[src/hdl/exec_pkg.sv]
`default_nettype none

package exec_pkg;

	// number of physical registers behind the bus
	parameter int PRF_SIZE = 64;

	typedef logic [$clog2(PRF_SIZE)-1:0] tag_t;

	typedef logic [63:0] word_t;

	typedef enum logic [1:0]
	{
		op_add,
		op_sub,
		op_mul,
		op_mem
	} op_t;

	// operands travel with the operation, nothing is read from the register file
	typedef struct packed
	{
		op_t   op;
		// only looked at for op_mem
		logic  is_store;
		// for memory operations this is the address
		word_t a;
		// for stores this is the data written
		word_t b;
		tag_t  dest;
	} issue_t;

	// what a unit hands to the common data bus
	typedef struct packed
	{
		word_t value;
		tag_t  tag;
	} result_t;

endpackage

`default_nettype wire

[src/hdl/phys_reg_file.sv]
`timescale 1ns/1ns
`default_nettype none

module phys_reg_file import exec_pkg::*;
#(
	parameter int prf_size = PRF_SIZE
)
(
	input  wire     clock,
	input  wire     rst_n,
	input  wire     alloc,
	input  wire     tag_t alloc_tag,
	input  wire     cdb_valid,
	input  wire     result_t cdb_res,
	input  wire     tag_t rd_tag,
	output word_t   rd_data,
	output logic    rd_valid
);

	word_t               regs [prf_size];
	logic [prf_size-1:0] valid;

	always_ff @(posedge clock or negedge rst_n)
	begin
		if (!rst_n)
		begin
			valid <= '0;
		end
		else
		begin
			if (alloc)
				valid[alloc_tag] <= 1'b0;
			// the broadcast comes second so it wins on a shared tag
			if (cdb_valid)
				valid[cdb_res.tag] <= 1'b1;
		end
	end

	always_ff @(posedge clock)
	begin
		if (cdb_valid)
			regs[cdb_res.tag] <= cdb_res.value;
	end

	assign rd_data  = regs[rd_tag];
	assign rd_valid = valid[rd_tag];

endmodule

`default_nettype wire

[config.mk]
export PLATFORM = sky130hd
export DESIGN_NAME = phys_reg_file
export DESIGN_NICKNAME = d
export VERILOG_FILES = /design/src/hdl/exec_pkg.sv /design/src/hdl/phys_reg_file.sv
export SDC_FILE = /design/constraint.sdc
export NUM_CORES = 2
export LEC_CHECK = 0
export BUFFER_PORTS_ARGS = -buffer_cell sky130_fd_sc_hd__buf_2
export CAP_MARGIN = 20
export CORE_UTILIZATION = 57
export CTS_CLUSTER_SIZE = 40
export DETAILED_ROUTE_END_ITERATION = 10
export GPL_ROUTABILITY_DRIVEN = 0
export PLACE_DENSITY = 0.74
export SYNTH_ARGS = -nofsm -noshare
export SYNTH_HDL_FRONTEND = slang
export SYNTH_SLANG_ARGS = --single-unit
[constraint.sdc]
create_clock -name clock -period 3 [get_ports clock]
set_clock_uncertainty 0.2 [all_clocks]
set_input_delay 0.6 -clock clock [delete_from_list [all_inputs] [get_ports clock]]
set_output_delay 0.6 -clock clock [all_outputs]
set_load 0.005 [all_outputs]
; Word-level counts from Yosys, hierarchy flattened
; Memories as Yosys holds them, arrays and structs flattened.
; Cells that the tools add are included.
[totals]
out_inout_bits = 65
input_bits = 86
ff_bits = 64
memories = 1
elab_cells = 22
mem_bits_rw = 4096
[classes]
magnitude_cmp = 5
n_mux = 10
bitwise_logic = 3
reduce_logical = 2
[mem_list]
columns = name, depth, word_bits, rd, rd_clocked_by_memory_dff, wr, line_no
row1 = regs, 64, 64, 1, 0, 1, phys_reg_file.sv:20  ; word_t regs [prf_size];
[op_table]
columns = operator, n
row1 = two-way mux 64 bit, 2
row2 = AND 64 bit, 1
row3 = inverter 64 bit, 1
row4 = OR 64 bit, 1
row5 = "less-than comparator 6 x 7 -> 1 bit, second input constant", 3
row6 = demux 1 bit (select 6 bit), 2
row7 = "greater-or-equal comparator 6 x 1 -> 1 bit, second input constant", 2
row8 = binary-select mux 1 bit (select 6 bit), 1
row9 = two-way mux 1 bit, 5
row10 = logical AND 1 bit, 2

; Logic depth before layout (Yosys ltp)
[depth]
word_depth = 9
mapped_depth = 8
mapped_depth_nobuf = 4

; Worst setup path after synthesis
; OpenSTA, ideal clock, no wires.
[synth_path]
path_type = input-to-reg
startpoint = input cdb_res[0] in the netlist's numbering
endpoint = memory regs[17][0] in the netlist's numbering (enable)
t_arrival_ns = 4.357
setup_ns = 0.487
cell_stages = 5
path_slack_ns = -2.043
n_path_buf = 2
cell_sequence = clkbuf_1 -> or3b_1 -> or2_1 -> clkbuf_1 -> nor2_1
[synth_rtl]
columns = item, line_no
row1 = start: declaration, phys_reg_file.sv:14  ; input wire result_t cdb_res,
row2 = end: declaration, phys_reg_file.sv:20
; Straight into the memory's write port.

; Worst setup path in the final report
[layout_path]
startpoint = memory regs[24][54] in the netlist's numbering
endpoint = output rd_data[54]
[layout_via]
elab_chain_len = 1
[layout_rtl]
columns = item, line_no
row1 = memory read (64 x 64 bit), --
row2 = end: declaration, phys_reg_file.sv:16  ; output word_t rd_data,
; No other way between the ends.

==> impl_metrics.toml <==
[routing]
first_pass_iters = 6
vias = 87250
drt_iter0_markers = 15600
finalWirelength_microns = 498300
wire_per_inst_microns = 42.03
antenna_left = 0
drcViolationCount = 0
routed_via_density = 7.361

[cts]
htree_levels = 5
cts_tree = "yes"
clk_path_buf_depth = 4
clock-root-buffer = "clkbuf_16"
cts_buffers = 403
clk_pin_slew_ps = 70
clk_latency_ps = 980
clock_sinks = 4160

[floorplanning]
dieArea_sq_um = 278500
initial_core_util_pct = 57.42
rows = 192
die_h_microns = 527.7
io_pins = 151
die_w_microns = 527.7
core_area_sq_um = 274300

[yosys]
synth_top_area_share_pct = 78.08
synth_common_cells = "4,096 x edfxtp_1, 1,040 x mux4_2, 260 x a22oi_1"
yosys_register_bits = 4160
ys_async_sr_fraction_pct = 1.538
ys_types = 35
synth_area_sq_um = 157500
ys.flop_type = "edfxtp_1"
yosys.cell_count.top_type = "edfxtp_1"
ys_top_cells_by_area = "edfxtp_1 78%, mux4_2 15%, a22oi_1 1.2%"
synth_edf_count = 4096
syn-num-nets = 6800
syn_avg_cell_area_sq_um = 23.46
yosys_warnings = 0
syn_inst = 6714
synth.largest_area_cell = "edfxtp_1"
ys_seq_area_share_pct = 79.09

[worst_setup_path]
slowest_delay_ps = 610
crit_chain = "mux4_2 -> o221ai_4 -> nor2_4 -> o211a_4 -> buf_6"
ff2ff_path_depth = 4
startpoint = "regs[24][54]"
endpoint_kind = "output pin"
regToRegStartpoint = "valid[63]"
worstSetupPathType = "reg2out"
arrival_ps = 2780
crit_required_ps = 2200
start_kind = "register"
cp_slowest_cell = "mux4_2"
cp_max_fo = 1

[final_layout]
fin_area_sq_um = 190200
nFillCells = 15350
drive_above_1_share_pct = 37.71
regArea_sq_um = 124600
area_growth_pct = 20.72
fin_util_pct = 69.32
multi_input_area_sq_um = 33670
nets = 7892

[grt]
grt_max_degree = 65
grt_overflow = 0
grt_usage_pct = 34.78
grt_pass1_vias = 85750
grt_antenna_before_repair = 37
grt_pass1_wl_microns = 664200

[timing]
worst_pin_slew_ps = 1160
drv_slew = 0
period_needed_ps = 3582
hold_viol_final = 0
slew-limit-headroom_pct = 22.68
fmaxAchievable_mhz = 279.1
min_period_over_period_pct = 119.4
fin_ws_ps = -582.5
rsz0062_at_grt = "yes"
finalSetupViolations = 65

[place]
port_buffers = 150
dpl.hpwl_microns = 273800
placed_area_sq_um = 173300
dp_slack_ps = -635.5

[pwr]
peakVddDrop_uv = 584.1
power_density_nw_per_um2 = 646.5
power.leakage_uw = 0.06050

[min_path]
hold_path_depth = 4
min_path_type = "in2reg"
hold_start = "cdb_res[4]"

[outcome]
violations = "setup timing"
status = "finished with violations"

[job]
drv_cap = 0
==> layout make-up <==
class | instances | share of cell area (%)
diodes | 28 | 0.03684
clock buffers | 489 | 5.495
clock inverters | 250 | 1.288
inverters | 4 | 0.007895
multi-input cells | 2157 | 17.70
flip-flops and latches | 4160 | 65.52
well taps | 3686 | 2.425
repair buffers | 1080 | 7.526
==> cells by family after synthesis <==
group           Yosys count  synth area share, %
simple gates            319                1.007
flops                  4160                79.09
buf+inv                 397                1.205
mux                    1152                15.58
compound gates          686                3.113
==> cell usage in the layout (no fill, tap or decap), drive strengths merged, types with 42 or more instances in the layout <==
cell type and count:
o21ai 120, nand3 118, dfrtp 64, clkinv 185, o221ai 42, o22ai 129
clkbuf 498, buf 1042, a22oi 260, mux4 1040, edfxtp 4096, o211a 65
mux2i 112, a211oi 64, nor2 114
==> worst paths after layout <==
kind	endpoint	slack [ps]
max	rd_data[54]	-580
min	valid[40]	60
max reg2reg	valid[63]	960
min reg2reg	valid[58]	280
max in group asynchronous	valid[63]	1910
min in group asynchronous	valid[28]	130
==> power by group <==
| group | leakage, uW | internal [uW] | switching (uW) |
|---|---|---|---|
| sequential | 0.0377 | 64400 | 215 |
| combinational | 0.0166 | 3340 | 4420 |
| clock | 0.00627 | 28000 | 22600 |
==> sequential cells by signal, indices dropped and copies added, names as in the netlist <==
signal	count
valid	64
regs	4096
==> per-stage QoR <==
stage	power, uW	hold slack (ps)	setup TNS, ps	std cells
after floorplan	69030	104.4	-1190590	6714
after global placement	72250	257.8	-28940	11000
after detailed placement	72490	265.2	-30680	11000
after CTS	122100	15.58	-27670	11800
after global routing	125100	56.29	-29950	11830
final	122900	55.58	-28400	11850
==> per-layer routing <==
| metal | track usage [%] | wire length (microns) | up-vias |
|---|---|---|---|
| li1 | - | - | 31360 |
| met1 | 45.50 | 159900 | 44910 |
| met2 | 53.91 | 232400 | 9205 |
| met3 | 10.57 | 75210 | 1747 |
| met4 | 16.57 | 30570 | 26 |
| met5 | 0 | 181 | - |
==> worst max-delay path, delay by kind of cell, from the launching register on <==
kind / cells / cell delay [ps]
DFF: 1 / 460
muxes: 1 / 610
and+or+nand+nor: 1 / 80
AOI/OAI and AO/OA: 2 / 530
buffers and inverters: 1 / 130
==> what timing repair did <==
action / 4_1_cts / 5_1_grt
endpoints found under the hold margin: 141 / 38
hold buffers: 23 / 1
gates cloned: 17 / 9
pin swaps: 137 / 91
gates resized for setup: 347 / 152
endpoints found under the setup margin: 65 / 65
setup buffers: 40 / 16
Note: power is estimated with default switching activity, not from simulation.
