===== src/hdl/exec_pkg.sv =====
`default_nettype none

package exec_pkg;

	// number of physical registers behind the bus
	parameter int PRF_SIZE = 64;

	typedef logic [$clog2(PRF_SIZE)-1:0] tag_t;

	typedef logic [63:0] word_t;

	typedef enum logic [1:0]
	{
		op_add,
		op_sub,
		op_mul,
		op_mem
	} op_t;

	// operands travel with the operation, nothing is read from the register file
	typedef struct packed
	{
		op_t   op;
		// only looked at for op_mem
		logic  is_store;
		// for memory operations this is the address
		word_t a;
		// for stores this is the data written
		word_t b;
		tag_t  dest;
	} issue_t;

	// what a unit hands to the common data bus
	typedef struct packed
	{
		word_t value;
		tag_t  tag;
	} result_t;

endpackage

`default_nettype wire


===== src/hdl/memory_unit.sv =====
`timescale 1ns/1ns
`default_nettype none

module memory_unit import exec_pkg::*;
#(
	parameter int mem_words = 16
)
(
	input  wire     clock,
	input  wire     rst_n,
	input  wire     start,
	input  wire     issue_t pkt,
	output logic    ready,
	output result_t res,
	output logic    busy
);

	localparam int addr_w = $clog2(mem_words);

	word_t             mem [mem_words];
	logic              s1_valid;
	logic              s1_store;
	logic [addr_w-1:0] s1_addr;
	word_t             s1_data;
	tag_t              s1_tag;
	logic              s2_valid;
	logic              s2_store;
	logic [addr_w-1:0] s2_addr;
	word_t             s2_data;
	tag_t              s2_tag;

	// the bus always takes memory results first, so nothing here ever waits
	always_ff @(posedge clock or negedge rst_n)
	begin
		if (!rst_n)
		begin
			s1_valid <= 1'b0;
			s2_valid <= 1'b0;
		end
		else
		begin
			s1_valid <= start;
			s2_valid <= s1_valid;
		end
	end

	always_ff @(posedge clock)
	begin
		if (start)
		begin
			s1_store <= pkt.is_store;
			s1_addr  <= pkt.a[addr_w-1:0];
			s1_data  <= pkt.b;
			s1_tag   <= pkt.dest;
		end
		s2_store <= s1_store;
		s2_addr  <= s1_addr;
		s2_data  <= s1_data;
		s2_tag   <= s1_tag;
		if (s2_valid && s2_store)
			mem[s2_addr] <= s2_data;
	end

	// loads read the store combinationally in stage two, so a load right
	// behind a store to the same word sees the new data
	assign res.value = mem[s2_addr];
	assign res.tag   = s2_tag;
	assign ready     = s2_valid && !s2_store;
	assign busy      = s1_valid && s2_valid;

endmodule

`default_nettype wire


===== config.mk =====
export PLATFORM = sky130hd
export DESIGN_NAME = memory_unit
export DESIGN_NICKNAME = d
export VERILOG_FILES = /design/src/hdl/exec_pkg.sv /design/src/hdl/memory_unit.sv
export SDC_FILE = /design/constraint.sdc
export NUM_CORES = 1
export LEC_CHECK = 0
export BUFFER_PORTS_ARGS = -buffer_cell sky130_fd_sc_hd__buf_2
export CORE_AREA = 2 2 269 271
export DETAILED_ROUTE_END_ITERATION = 6
export DIE_AREA = 0 0 271 273
export PLACE_DENSITY = 0.78
export SETUP_SLACK_MARGIN = 0.2
export SKIP_LAST_GASP = 1
export SLEW_MARGIN = 20
export SYNTH_ARGS = -nofsm -noshare
export SYNTH_HDL_FRONTEND = slang
export SYNTH_SLANG_ARGS = --single-unit

===== constraint.sdc =====
create_clock -name clock -period 18.6 [get_ports clock]
set_input_delay 0.93 -clock clock [delete_from_list [all_inputs] [get_ports clock]]
set_output_delay 0.93 -clock clock [all_outputs]
set_load 0.01 [all_outputs]

# Word level (Yosys, flattened, before mapping)
# Memories as Yosys holds them, arrays and structs flattened. A register that Yosys moved wholly into a read port is not among the register bits.
# Cells that the tools add are included.
# W data, S select, Z words.
# op_classes
mux,2
reduce_logical,4
# op_table
operator,count
$logic_and A1 B1 Y1,3
$mux W1,2
$logic_not A1 Y1,1
# word_totals
reg_bits,152
mem_bits_rw,1024
out_inout_bits,72
wordCells,17
n_memories,1
# mem_list
memory,depth,word_bits,read_ports,rd_ports_with_merged_regs,write_ports,line,source
mem,16,64,1,1,1,memory_unit.sv:20,word_t mem [mem_words];

# Longest topological paths before layout
# depth
word_depth,3
mapped_depth,6
mapped_depth_nobuf,3

# Worst setup path after synthesis
# No wires, ideal clock.
# synth_timing
path_type,reg-to-reg
from,register s2_addr[0]
to,memory mem[0][0] (netlist bit) (enable)
setup_ns,0.565
arrival_ns,5.489
t_required_ns,18.035
slack_ns,12.545
stages_incl_launch_ff,6
path_buffers,3
synth_period_minus_slack_ns,6.055
path_cell_list,dfxtp_1 buf_6 buf_6 buf_4 or3_1 nor3_1
# synth_rtl
item,line,source
start: declaration,memory_unit.sv:28,logic [addr_w-1:0] s2_addr;
start signal: assignment,memory_unit.sv:57,s2_addr <= s1_addr;
end: declaration,memory_unit.sv:20,
# No word-level cell before the write port.

==> results.py <==
metrics = {
    "routing": {
        "wl_per_cell_um": 30.8,
        "vias": 19300,
        "vias_per_cell": 6.45,
        "drc": 0,
        "finalWirelength_um": 92000,
        "drtPass1Iterations": 5,
        "drt_iter0_drc": 2416,
        "ant_nets": 0,
    },
    "cts": {
        "cts_htree_levels": 3,
        "insertion_delay_ps": 670,
        "numCtsBuffers": 111,
        "holdBufCountCts": 0,
        "path_clk_slew_ps": 60,
        "cts_tree": "built",
        "cts_resized": 0,
        "cts_root_buf": "clkbuf_16",
        "cts.sinks": 1176,
        "post_cts_buffers": 0,
        "clock_path_buffers": 3,
    },
    "setup_path": {
        "critPathLaunch": "s2_addr[0]",
        "arrival_ps": 4400,
        "rrSetupSlack_ps": 14650,
        "end_kind": "output pin",
        "cp-start-kind": "register",
        "path_max_fanout": 109,
        "worst_r2r_startpoint": "s2_addr[0]",
        "worstPathRequired_ps": 17670,
        "path_class": "register to output pin",
    },
    "floorplan": {
        "die_x_um": 271,
        "dieHeight_um": 273,
        "rows": 98,
        "core_area_um2": 71000,
        "io_pins": 212,
        "dieArea_um2": 74000,
        "start_util_pct": 59.4,
    },
    "timing": {
        "rsz0062_at_grt": "false",
        "fmax_mhz": 188,
        "hold_viol_final": 0,
        "period_share_pct": 28.7,
        "fin_crit_ps": 5330,
        "setup-violations-final": 0,
        "finClkSkew_ps": 26.6,
        "slew_headroom_pct": 21.7,
        "fin_hold_ws_ps": 51.3,
        "tns_ps": 0,
        "slew_violations": 0,
        "worstMarginPinSlew_ps": 1180,
    },
    "global_route": {
        "grt_use_total_pct": 25.2,
        "grt_pass1_wl_um": 133000,
        "grt_pass1_vias": 20200,
        "antenna_found_initial": 2,
        "grt_overflow": 0,
        "grt_max_degree": 110,
    },
    "synth": {
        "postSynthAreaPerCell_um2": 24.2,
        "syn_nets": 1881,
        "yosysUniqueCellTypes": 19,
        "yosysWarnings": 0,
        "ys_seq_area_share_pct": 82.0,
        "synth-simple-area-share_pct": 0.926,
        "synth_compound_area_share_pct": 2.28,
        "synth_area_um2": 42200,
        "synth_adder_area_share_pct": 0,
        "postSynthCellCount": 1741,
        "synth_top_family_by_area": "multiplexers",
        "synthMuxAreaShare_pct": 13.7,
        "synth_seq_cells": 1176,
        "synth_xor_area_share_pct": 0,
    },
    "power_and_ir_drop": {
        "cellPowerDensity_nw_per_um2": 116,
        "irDropWorstVdd_uv": 104,
        "total_power_mw": 5.56,
        "p_clk_share_pct": 41.0,
        "p_seq_share_pct": 54.1,
        "leakage_nw": 15.4,
        "p_int_mw": 4.40,
        "switchingPower_mw": 1.16,
        "p_comb_share_pct": 4.8,
        "netSwitchingFraction_pct": 20.8,
    },
    "place": {
        "hpwl_um": 41800,
        "gp_congestion": 0.699,
        "port_buffers": 149,
    },
    "min_path": {
        "min_path_type": "input pin to async pin",
    },
    "final_layout": {
        "layout_commonest_cell": "edfxtp_1",
        "diodes": 0,
        "final_net_count": 2091,
        "mostFrequentLayoutCells": "1,099 x edfxtp_1, 256 x mux4_2, 148 x buf_2",
        "synthToLayoutAreaGrowth_pct": 13.3,
        "drive_above_1_share_pct": 30.5,
    },
    "flow_run": {
        "cap_violations": 0,
    },
    "run_status": {
        "status": "finished, final reports clean",
    },
}
-- critical path, cell delays in order, from the launching register on --
cell	delay, ps
dfxtp_4	940
buf_12	690
buf_12	700
mux4_2	610
a22oi_1	210
nand2_1	210
buf_2	200
-- routing by layer --
layer / share of wire, % / track usage, % / up-vias / wire length (um)
met2: 50 / 41.2 / 1110 / 46300
li1: - / - / 7836 / -
met3: 9.8 / 5.48 / 224 / 9060
met4: 3.7 / 10.3 / 2 / 3390
met5: 0.014 / 0 / - / 13
met1: 36 / 33.7 / 10100 / 33300
-- power by group through the flow --
stage                     sequential [mW]  combinational [mW]  clock (mW)
after floorplan                      3.03               0.181           0
after global placement               3.05               0.266           0
after detailed placement             3.06               0.268           0
after CTS                            3.01               0.273        2.31
after global routing                 3.01               0.287        2.40
final                                3.01               0.269        2.28
-- cell families (layout without fill, tap and decap cells) --
logic type / after synthesis / count (layout)
DFF: 1176 / 1176
muxes: 256 / 256
AOI/OAI and AO/OA: 128 / 128
and+or+nand+nor: 94 / 94
buffers and inverters: 87 / 389
-- worst paths after layout --
path / endpoint / cells past startpoint
setup / recovery: res[7] / 6
hold / removal: s1_valid / 1
setup reg to reg: mem[15][35] / 3
hold reg to reg: s2_data[59] / 0
max in group asynchronous: s2_valid / 1
min in group clock: s2_data[59] / 0
-- metrics by stage --
stage	util [%]	setup WS (ps)	instances	area (um2)
after detailed placement	62.0	13790	2787	44000
final	67.3	13270	2993	47800
after global routing	67.3	12820	2993	47800
after global placement	62.0	13790	2787	44000
after floorplan	-	12550	1741	42200
after CTS	67.2	13060	2992	47700
-- layout make-up --
type / count / area (um2)
clock inverter: 47 / 574
timing repair buffer: 184 / 1060
multi-input combinational: 478 / 7250
clock buffer: 158 / 3130
fill: 4167 / 23200
sequential: 1176 / 34600
tap: 950 / 1190
-- sequential cells by signal, summed over array words and instances, names as in the netlist --
name / flops
s2_data: 64
s1_data: 64
s2_addr: 4
s1_store: 1
s1_addr: 4
s2_tag: 6
mem: 1024
s2_valid: 1
s2_store: 1
s1_valid: 1
s1_tag: 6
-- Yosys cell counts --
master	number	share of area [%]
buf_4	9	0.16
nor3_1	4	0.047
nor2b_1	3	0.045
buf_6	16	0.43
mux4_2	256	14
buf_2	10	0.12
nand4b_1	2	0.042
or3_1	1	0.015
nor2_1	13	0.12
dfxtp_1	75	3.6
clkbuf_1	51	0.45
and2_1	2	0.030
a22oi_1	128	2.3
nand2b_1	2	0.030
dfrtp_1	2	0.12
edfxtp_1	1099	78
buf_1	1	0.0089
nand4_1	1	0.015
nand2_1	66	0.59
(Power assumes the default switching activity.)
