## config.mk

```make
export PLATFORM = sky130hd
export DESIGN_NAME = cdb
export DESIGN_NICKNAME = d
export VERILOG_FILES = /design/src/hdl/exec_pkg.sv /design/src/hdl/cdb.sv
export SDC_FILE = /design/constraint.sdc
export NUM_CORES = 1
export LEC_CHECK = 0
export BUFFER_PORTS_ARGS = -buffer_cell sky130_fd_sc_hd__buf_4
export CORE_AREA = 4 4 110 112
export DETAILED_ROUTE_END_ITERATION = 7
export DIE_AREA = 0 0 114 116
export SLEW_MARGIN = 20
export SYNTH_ARGS = -nofsm -noshare
export SYNTH_HDL_FRONTEND = slang
export SYNTH_SLANG_ARGS = --single-unit
export TNS_END_PERCENT = 20
```

## constraint.sdc

```tcl
create_clock -name vclk -period 1
set_clock_uncertainty 0.2 [all_clocks]
set_input_delay 0.15 -clock vclk [all_inputs]
set_output_delay 0.15 -clock vclk [all_outputs]
set_load 0.02 [all_outputs]
```

## src/hdl/exec_pkg.sv

```systemverilog
`default_nettype none

package exec_pkg;

	// number of physical registers behind the bus
	parameter int PRF_SIZE = 64;

	typedef logic [$clog2(PRF_SIZE)-1:0] tag_t;

	typedef logic [63:0] word_t;

	typedef enum logic [1:0]
	{
		op_add,
		op_sub,
		op_mul,
		op_mem
	} op_t;

	// operands travel with the operation, nothing is read from the register file
	typedef struct packed
	{
		op_t   op;
		// only looked at for op_mem
		logic  is_store;
		// for memory operations this is the address
		word_t a;
		// for stores this is the data written
		word_t b;
		tag_t  dest;
	} issue_t;

	// what a unit hands to the common data bus
	typedef struct packed
	{
		word_t value;
		tag_t  tag;
	} result_t;

endpackage

`default_nettype wire

```

## src/hdl/cdb.sv

```systemverilog
`timescale 1ns/1ns
`default_nettype none

module cdb import exec_pkg::*;
(
	input  wire     adder_ready,
	input  wire     mult_ready,
	input  wire     memory_ready,
	input  wire     result_t adder_res,
	input  wire     result_t mult_res,
	input  wire     result_t memory_res,
	output logic    cdb_valid,
	output result_t cdb_res,
	output logic    mult_send_fail,
	output logic    adder_send_fail
);

	always_comb
	begin
		casez ({memory_ready, mult_ready, adder_ready})
			3'b1??:
			begin
				cdb_valid       = 1'b1;
				cdb_res         = memory_res;
				mult_send_fail  = mult_ready;
				adder_send_fail = adder_ready;
			end
			3'b01?:
			begin
				cdb_valid       = 1'b1;
				cdb_res         = mult_res;
				mult_send_fail  = 1'b0;
				adder_send_fail = adder_ready;
			end
			3'b001:
			begin
				cdb_valid       = 1'b1;
				cdb_res         = adder_res;
				mult_send_fail  = 1'b0;
				adder_send_fail = 1'b0;
			end
			default:
			begin
				// bus idle, drive zeros so nothing stale shows on the tag lines
				cdb_valid       = 1'b0;
				cdb_res         = '0;
				mult_send_fail  = 1'b0;
				adder_send_fail = 1'b0;
			end
		endcase
	end

endmodule

`default_nettype wire

```

Yosys cells after proc, flatten, opt, wreduce, memory -nomap -nowiden
Index checks and enable logic that the tools add are counted.
W data, S select, Z words.

storage, ports and cells
  register bits = 0
  input port bits = 213
  output and inout bits = 73
  word-level logic and storage cells = 8

operators by class
  equality and inequality tests = 2
  muxes and demuxes = 4
  reductions and logical operators = 2

operators with widths
  cell                  number
  $pmux W70 S3          1
  $eq A3 B1 Y1 const B  1
  $mux W1               3
  $reduce_or A3 Y1      1
  $eq A2 B1 Y1 const B  1
  $reduce_or A2 Y1      1

Depth between registers and ports, before layout
Gate-level depths: netlist of the first run.

  word-level depth = 3
  mapped depth = 5
  depth with buffers taken out = 2

Worst setup path after synthesis of the first run
Ideal clock, no wire load.

  path kind = input port to output port
  start = input port adder_ready
  end = output port cdb_res[58] (netlist bit)
  data arrival time = 0.994 ns
  required time = 0.650 ns
  setup slack = -0.344 ns
  stages = 4
  buffers on the path = 2
  cells stage by stage = buf_4 clkbuf_1 nand3b_1 a21oi_1

RTL lines
  element      line       text
  from (decl)  cdb.sv:6   input wire adder_ready,
  to (decl)    cdb.sv:13  output result_t cdb_res,

Final worst setup path of the first run
  start = input port mult_ready
  end = output port cdb_valid

between the ends
  cells in the longest elaborated chain, start to end = 3
  elaborated cells on any way between the ends = 4
  those cells by class = eq/ne: 2; mux: 1; reduce/logical: 1

RTL lines
  element                                              line       text
  from (decl)                                          cdb.sv:7   input wire mult_ready,
  $eq A3 B1 Y1 / $eq A2 B1 Y1 (equally long branches)  cdb.sv:20  casez ({memory_ready, mult_ready, adder_ready})
  $reduce_or A3 Y1 (no line) (*)                       -
  $mux W1 (*)                                          cdb.sv:20
  to (decl)                                            cdb.sv:12  output logic cdb_valid,

Mark *: on every way between the ends. The rest lies on a longest branch, timed or not.

==> results of run 1 <==
## through the flow
step	instances	util [%]	TNS, ns	total power [µW]
finish	749	48.44	-18.08	2815
global route	749	48.44	-20.62	2982
CTS	747	46.71	-18.60	2713
detailed placement	739	41.97	-24.52	2386
global placement	739	41.97	-23.68	2355
floorplan	322	-	-9.877	1202
## placed cells by master, fill, tap and decap left out
| cell type | n |
|---|---|
| buf_6 | 60 |
| nand3b_1 | 70 |
| a21oi_4 | 24 |
| or3_4 | 1 |
| buf_4 | 243 |
| buf_12 | 7 |
| nor2b_1 | 62 |
| clkbuf_16 | 1 |
| a21oi_1 | 38 |
| buf_8 | 1 |
| nor2b_2 | 8 |
| and2_4 | 1 |
| o21a_1 | 1 |
| a21oi_2 | 78 |
| buf_16 | 11 |
## power groups by stage
stage          Sequential (µW)  Clock [µW]  Combinational, µW
2_1_floorplan                0           0               1200
3_3_place_gp                 0           0               2360
3_5_place_dp                 0           0               2390
4_1_cts                      0           0               2710
5_1_grt                      0           0               2980
6_report                     0           0               2810
## worst max-delay path by stage
stage | start | endpoint
global route | mult_ready | cdb_res[59]
finish | mult_ready | cdb_valid
CTS | mult_ready | cdb_valid
detailed placement | mult_ready | cdb_res[15]
floorplan | memory_ready | cdb_valid
global placement | mult_ready | cdb_res[6]
## metal layers
layer | vias to the layer above | share of wire [%] | global-route usage (%)
li1 | 1716 | - | -
met1 | 1618 | 36 | 18.82
met2 | 167 | 54 | 31.89
met3 | 12 | 8.2 | 2.924
met4 | 0 | 1.2 | 2.059
met5 | - | 0 | 0
## cells by family (layout without fill, tap and decap cells)
group                  after synthesis  in the layout  share of synthesized area (%)
and+or+nand+nor                    142            142                          51.11
buffers and inverters               39            323                          11.80
AOI/OAI and AO/OA                  141            141                          37.09
## critical path: cells and delay by family
kind                   cells  cell delay, ns
buffers and inverters      3            0.42
and+or+nand+nor            1            0.39
## repair_timing
action,4_1_cts,5_1_grt
cloned,7,1
endpoints found under the setup margin,73,73
pin swaps,30,27
resized for setup,88,36
buffers inserted,1,1
## final cells by class
cell class / instances / area, µm²
repair buffers: 323 / 2983
well taps: 143 / 178.9
fillers: 1062 / 5787
multi-input cells: 283 / 2275
==> impl_metrics.csv, run 1 <==
group,metric,value,unit
floorplan,start_util,17.01,%
floorplan,core-area,11220,µm²
grt,grt_use_total,16.30,%
sta,fmax,0.7628,GHz
pwr,p_int,1583,µW
synthesis,synth_nets,535,
synthesis,syn_inst,322,
grt,grt_pass1_wl,17880,µm
layout,area_growth,184.7,%
sta,drv_slew,0,
grt,grt_pass1_vias,3647,
critical_path,worstSetupPathType,"input port to output port",
pwr,sequentialPowerShare,0,%
route,wl_per_cell,16.62,µm
route,vias_per_cell,4.690,
synthesis,synth_top_area_cell,"a21oi_1",
grt,grt_max_degree,35,
synthesis,yosysMostFrequentCell,"a21oi_1",
route,vias,3513,
sta,rsz0062_at_grt,"yes",
route,first_iter_violations,134,
floorplan,die_area,13220,µm²
sta,hold_slack,0.4425,ns
floorplan,die_y,116,µm
critical_path,crit_arrival,0.96,ns
grt,grt_overflow,0,
placement,dp_slack,-0.4021,ns
outcome,status,"complete, but fails checks",
critical_path,cp_slowest_stage_delay,0.39,ns
grt,antenna_found_initial,0,
placement,place.gp.congestion,0.8496,
pwr,p_leak,0.002308,µW
synthesis,yosysWarnings,0,
pwr,power_frac_comb,100.0,%
sta,finalWorstSetupSlack,-0.3110,ns
route,firstDrtPassIters,4,
pwr,clkPwrFrac,0,%
layout,clock_buffer_count,0,
pwr,p_sw_share,43.76,%
sta,tightestPinTransition,0.1959,ns
floorplan,die_w,114,µm
critical_path,start_kind,"input port",
sta,min_period,1.311,ns
route,drc,0,
synthesis,synth_cell_types,10,
route,ant_nets,0,
pwr,power.density,517.8,nW/µm²
layout,nNetsFinal,821,
hold_path,whs_endpoint,"cdb_res[4]",
critical_path,cp_max_fo,23,
critical_path,cp_cell_sequence,"buf_16 -> buf_16 -> or3_4 -> buf_6",
critical_path,crit_required,0.65,ns
synthesis,syn_area,1909,µm²
layout,ff_latch_area,0,µm²
critical_path,critical-path-slowest-cell,"or3_4",
route,detail_route.wirelength,12450,µm
placement,portBuffers,286,
flow_run,maxCapViolCount,0,
layout,n_sequential_cell,0,
cts,ctsHoldBuffers,0,
synthesis,synth_top_area_share,36.70,%
floorplan,ioPinCount,286,
sta,slew_headroom,86.92,%
hold_path,hold_class,"input port to output port",
synthesis,synth.area.top_cells,"a21oi_1 (37%), nand3b_1 (28%), nor2b_1 (23%)",
placement,dp_hpwl,8953,µm
critical_path,endpoint_kind,"output port",
critical_path,cp_common_cell,"buf_16",
sta,setup_violations,73,
layout,fin_area,5436,µm²
layout,diodes,0,
synthesis,synth_common_cells,"a21oi_1 (140), nand3b_1 (70), nor2b_1 (70)",
synthesis,synth_seq_area_share,0,%
pwr,switchingPower,1232,µW
sta,period_share,131.1,%
floorplan,core.rowCount,39,
placement,dpl_cell_area,4711,µm²
hold_path,hold-path-cell-count,4,
hold_path,min_from,"memory_res[4]",
pwr,peakVddDrop,0.2195,mV
synthesis,avgSynthCellArea,5.930,µm²
layout,final_layout_size_suffix_gt1_share,71.78,%
outcome,violations,"negative setup slack",
sta,hold_viol,0,
(Power assumes the default switching activity.)
==> run 2, diff against run 1 <==
==> constraint.sdc (replaced) <==
create_clock -name vclk -period 1
set_clock_uncertainty 0.2 [all_clocks]
set_input_delay 0.25 -clock vclk [all_inputs]
set_output_delay 0.25 -clock vclk [all_outputs]
set_load 0.02 [all_outputs]
==> impl_metrics.csv, run 2 (synthesis results as in run 1) <==
group,metric,value,unit
outcome,status,"complete, but fails checks",
outcome,violations,"negative setup slack",
flow_run,maxCapViolCount,0,
sta,finalWorstSetupSlack,-0.4870,ns
pwr,power,2917,µW
sta,tightestPinTransition,0.2023,ns
grt,grt_pass1_vias,3866,
critical_path,worstSetupPathType,"input port to output port",
floorplan,start_util,17.01,%
pwr,power.density,519.0,nW/µm²
route,firstDrtPassIters,4,
sta,slew_headroom,86.48,%
floorplan,die_y,116,µm
placement,portBuffers,286,
floorplan,die_area,13220,µm²
sta,rsz0062_at_grt,"yes",
grt,grt_max_degree,35,
grt,grt_use_total,17.54,%
route,ant_nets,0,
layout,final_cell_mix,"buf_4 (242), a21oi_2 (79), nand3b_1 (70)",
placement,dpl_cell_area,4731,µm²
critical_path,start_kind,"input port",
route,wl_per_cell,17.32,µm
sta,period_share,148.7,%
layout,fill_cells,1060,
layout,n_sequential_cell,0,
layout,area_growth,194.4,%
layout,diodes,0,
layout,nNetsFinal,827,
sta,setup_violations,73,
pwr,p_leak,0.002390,µW
route,vias_per_cell,4.763,
critical_path,endpoint_kind,"output port",
sta,drv_slew,0,
layout,fin_area,5620,µm²
placement,dp_hpwl,9060,µm
route,vias,3596,
route,first_iter_violations,113,
hold_path,hold_class,"input port to output port",
cts,cts_setup_buffers,0,
sta,hold_viol,0,
route,drc,0,
floorplan,core-area,11220,µm²
floorplan,die_w,114,µm
grt,grt_pass1_wl,19030,µm
critical_path,cp_max_fo,23,
pwr,peakVddDrop,0.2973,mV
sta,fmax,0.6725,GHz
layout,final_common_cell,"buf_4",
critical_path,crit_arrival,1.04,ns
layout,clock_buffer_count,0,
layout,ff_latch_area,0,µm²
sta,min_period,1.487,ns
critical_path,crit_required,0.55,ns
grt,grt_overflow,0,
floorplan,core.rowCount,39,
cts,ctsHoldBuffers,0,
route,detail_route.wirelength,13080,µm
floorplan,ioPinCount,286,
grt,antenna_found_initial,0,
placement,place.gp.congestion,0.8480,
layout,final_layout_size_suffix_gt1_share,71.90,%
run 2: cell count changes in the layout (fill, tap and decap cells not counted), moves of 2 or more:
cell       delta
a21oi_1       -3
buf_8         +3
clkbuf_16     +3
a21oi_4       +2
buf_6         -2
nor2b_2       -2
nor2b_1       +2
run 2: layout make-up:
| class | count | area, µm² | area share, % |
|---|---|---|---|
| multi-input combinational | 283 | 2288 | 40.72 |
| tap | 143 | 178.9 | 3.183 |
| timing repair buffer | 329 | 3153 | 56.10 |
run 2: timing repair:
| item | CTS | global route |
|---|---|---|
| endpoints found under the hold margin | 0 | 0 |
| cloned | 11 | 4 |
| gates resized for setup | 94 | 33 |
| endpoints found under the setup margin | 73 | 73 |
| pin swaps | 32 | 36 |
run 2: stage by stage:
stage	setup WS (ns)	setup TNS (ns)	util, %	hold WS, ns	cells
final	-0.4870	-32.56	50.08	0.6421	755
after CTS	-0.4906	-33.43	47.97	0.6430	751
after global routing	-0.5154	-35.18	50.08	0.6543	755
after detailed placement	-0.5929	-38.30	42.15	0.6422	740
after global placement	-0.5778	-37.54	42.15	0.6387	740
after floorplan	-0.3445	-24.48	-	0.4639	322
run 2: worst max-delay path, cell delays in order:
cell and delay (ns):
buf_16 0.13, buf_16 0.15, or3_1 0.36, buf_6 0.14
run 2: layer usage:
| layer | up-vias | wire (µm) | track usage, % |
|---|---|---|---|
| met5 | - | 0 | 0 |
| met4 | 0 | 246 | 3.563 |
| met3 | 18 | 1118 | 3.551 |
| met2 | 181 | 7043 | 34.70 |
| met1 | 1665 | 4668 | 19.16 |
| li1 | 1732 | - | - |
run 2: final timing paths:
check,cells past startpoint,to,from
min,4,cdb_res[59],memory_res[59]
max,4,cdb_valid,mult_ready
run 2: where the power goes:
group	internal, µW	switching [µW]
registers	0	0
clock network	0	0
logic	1650	1270
total	1650	1270
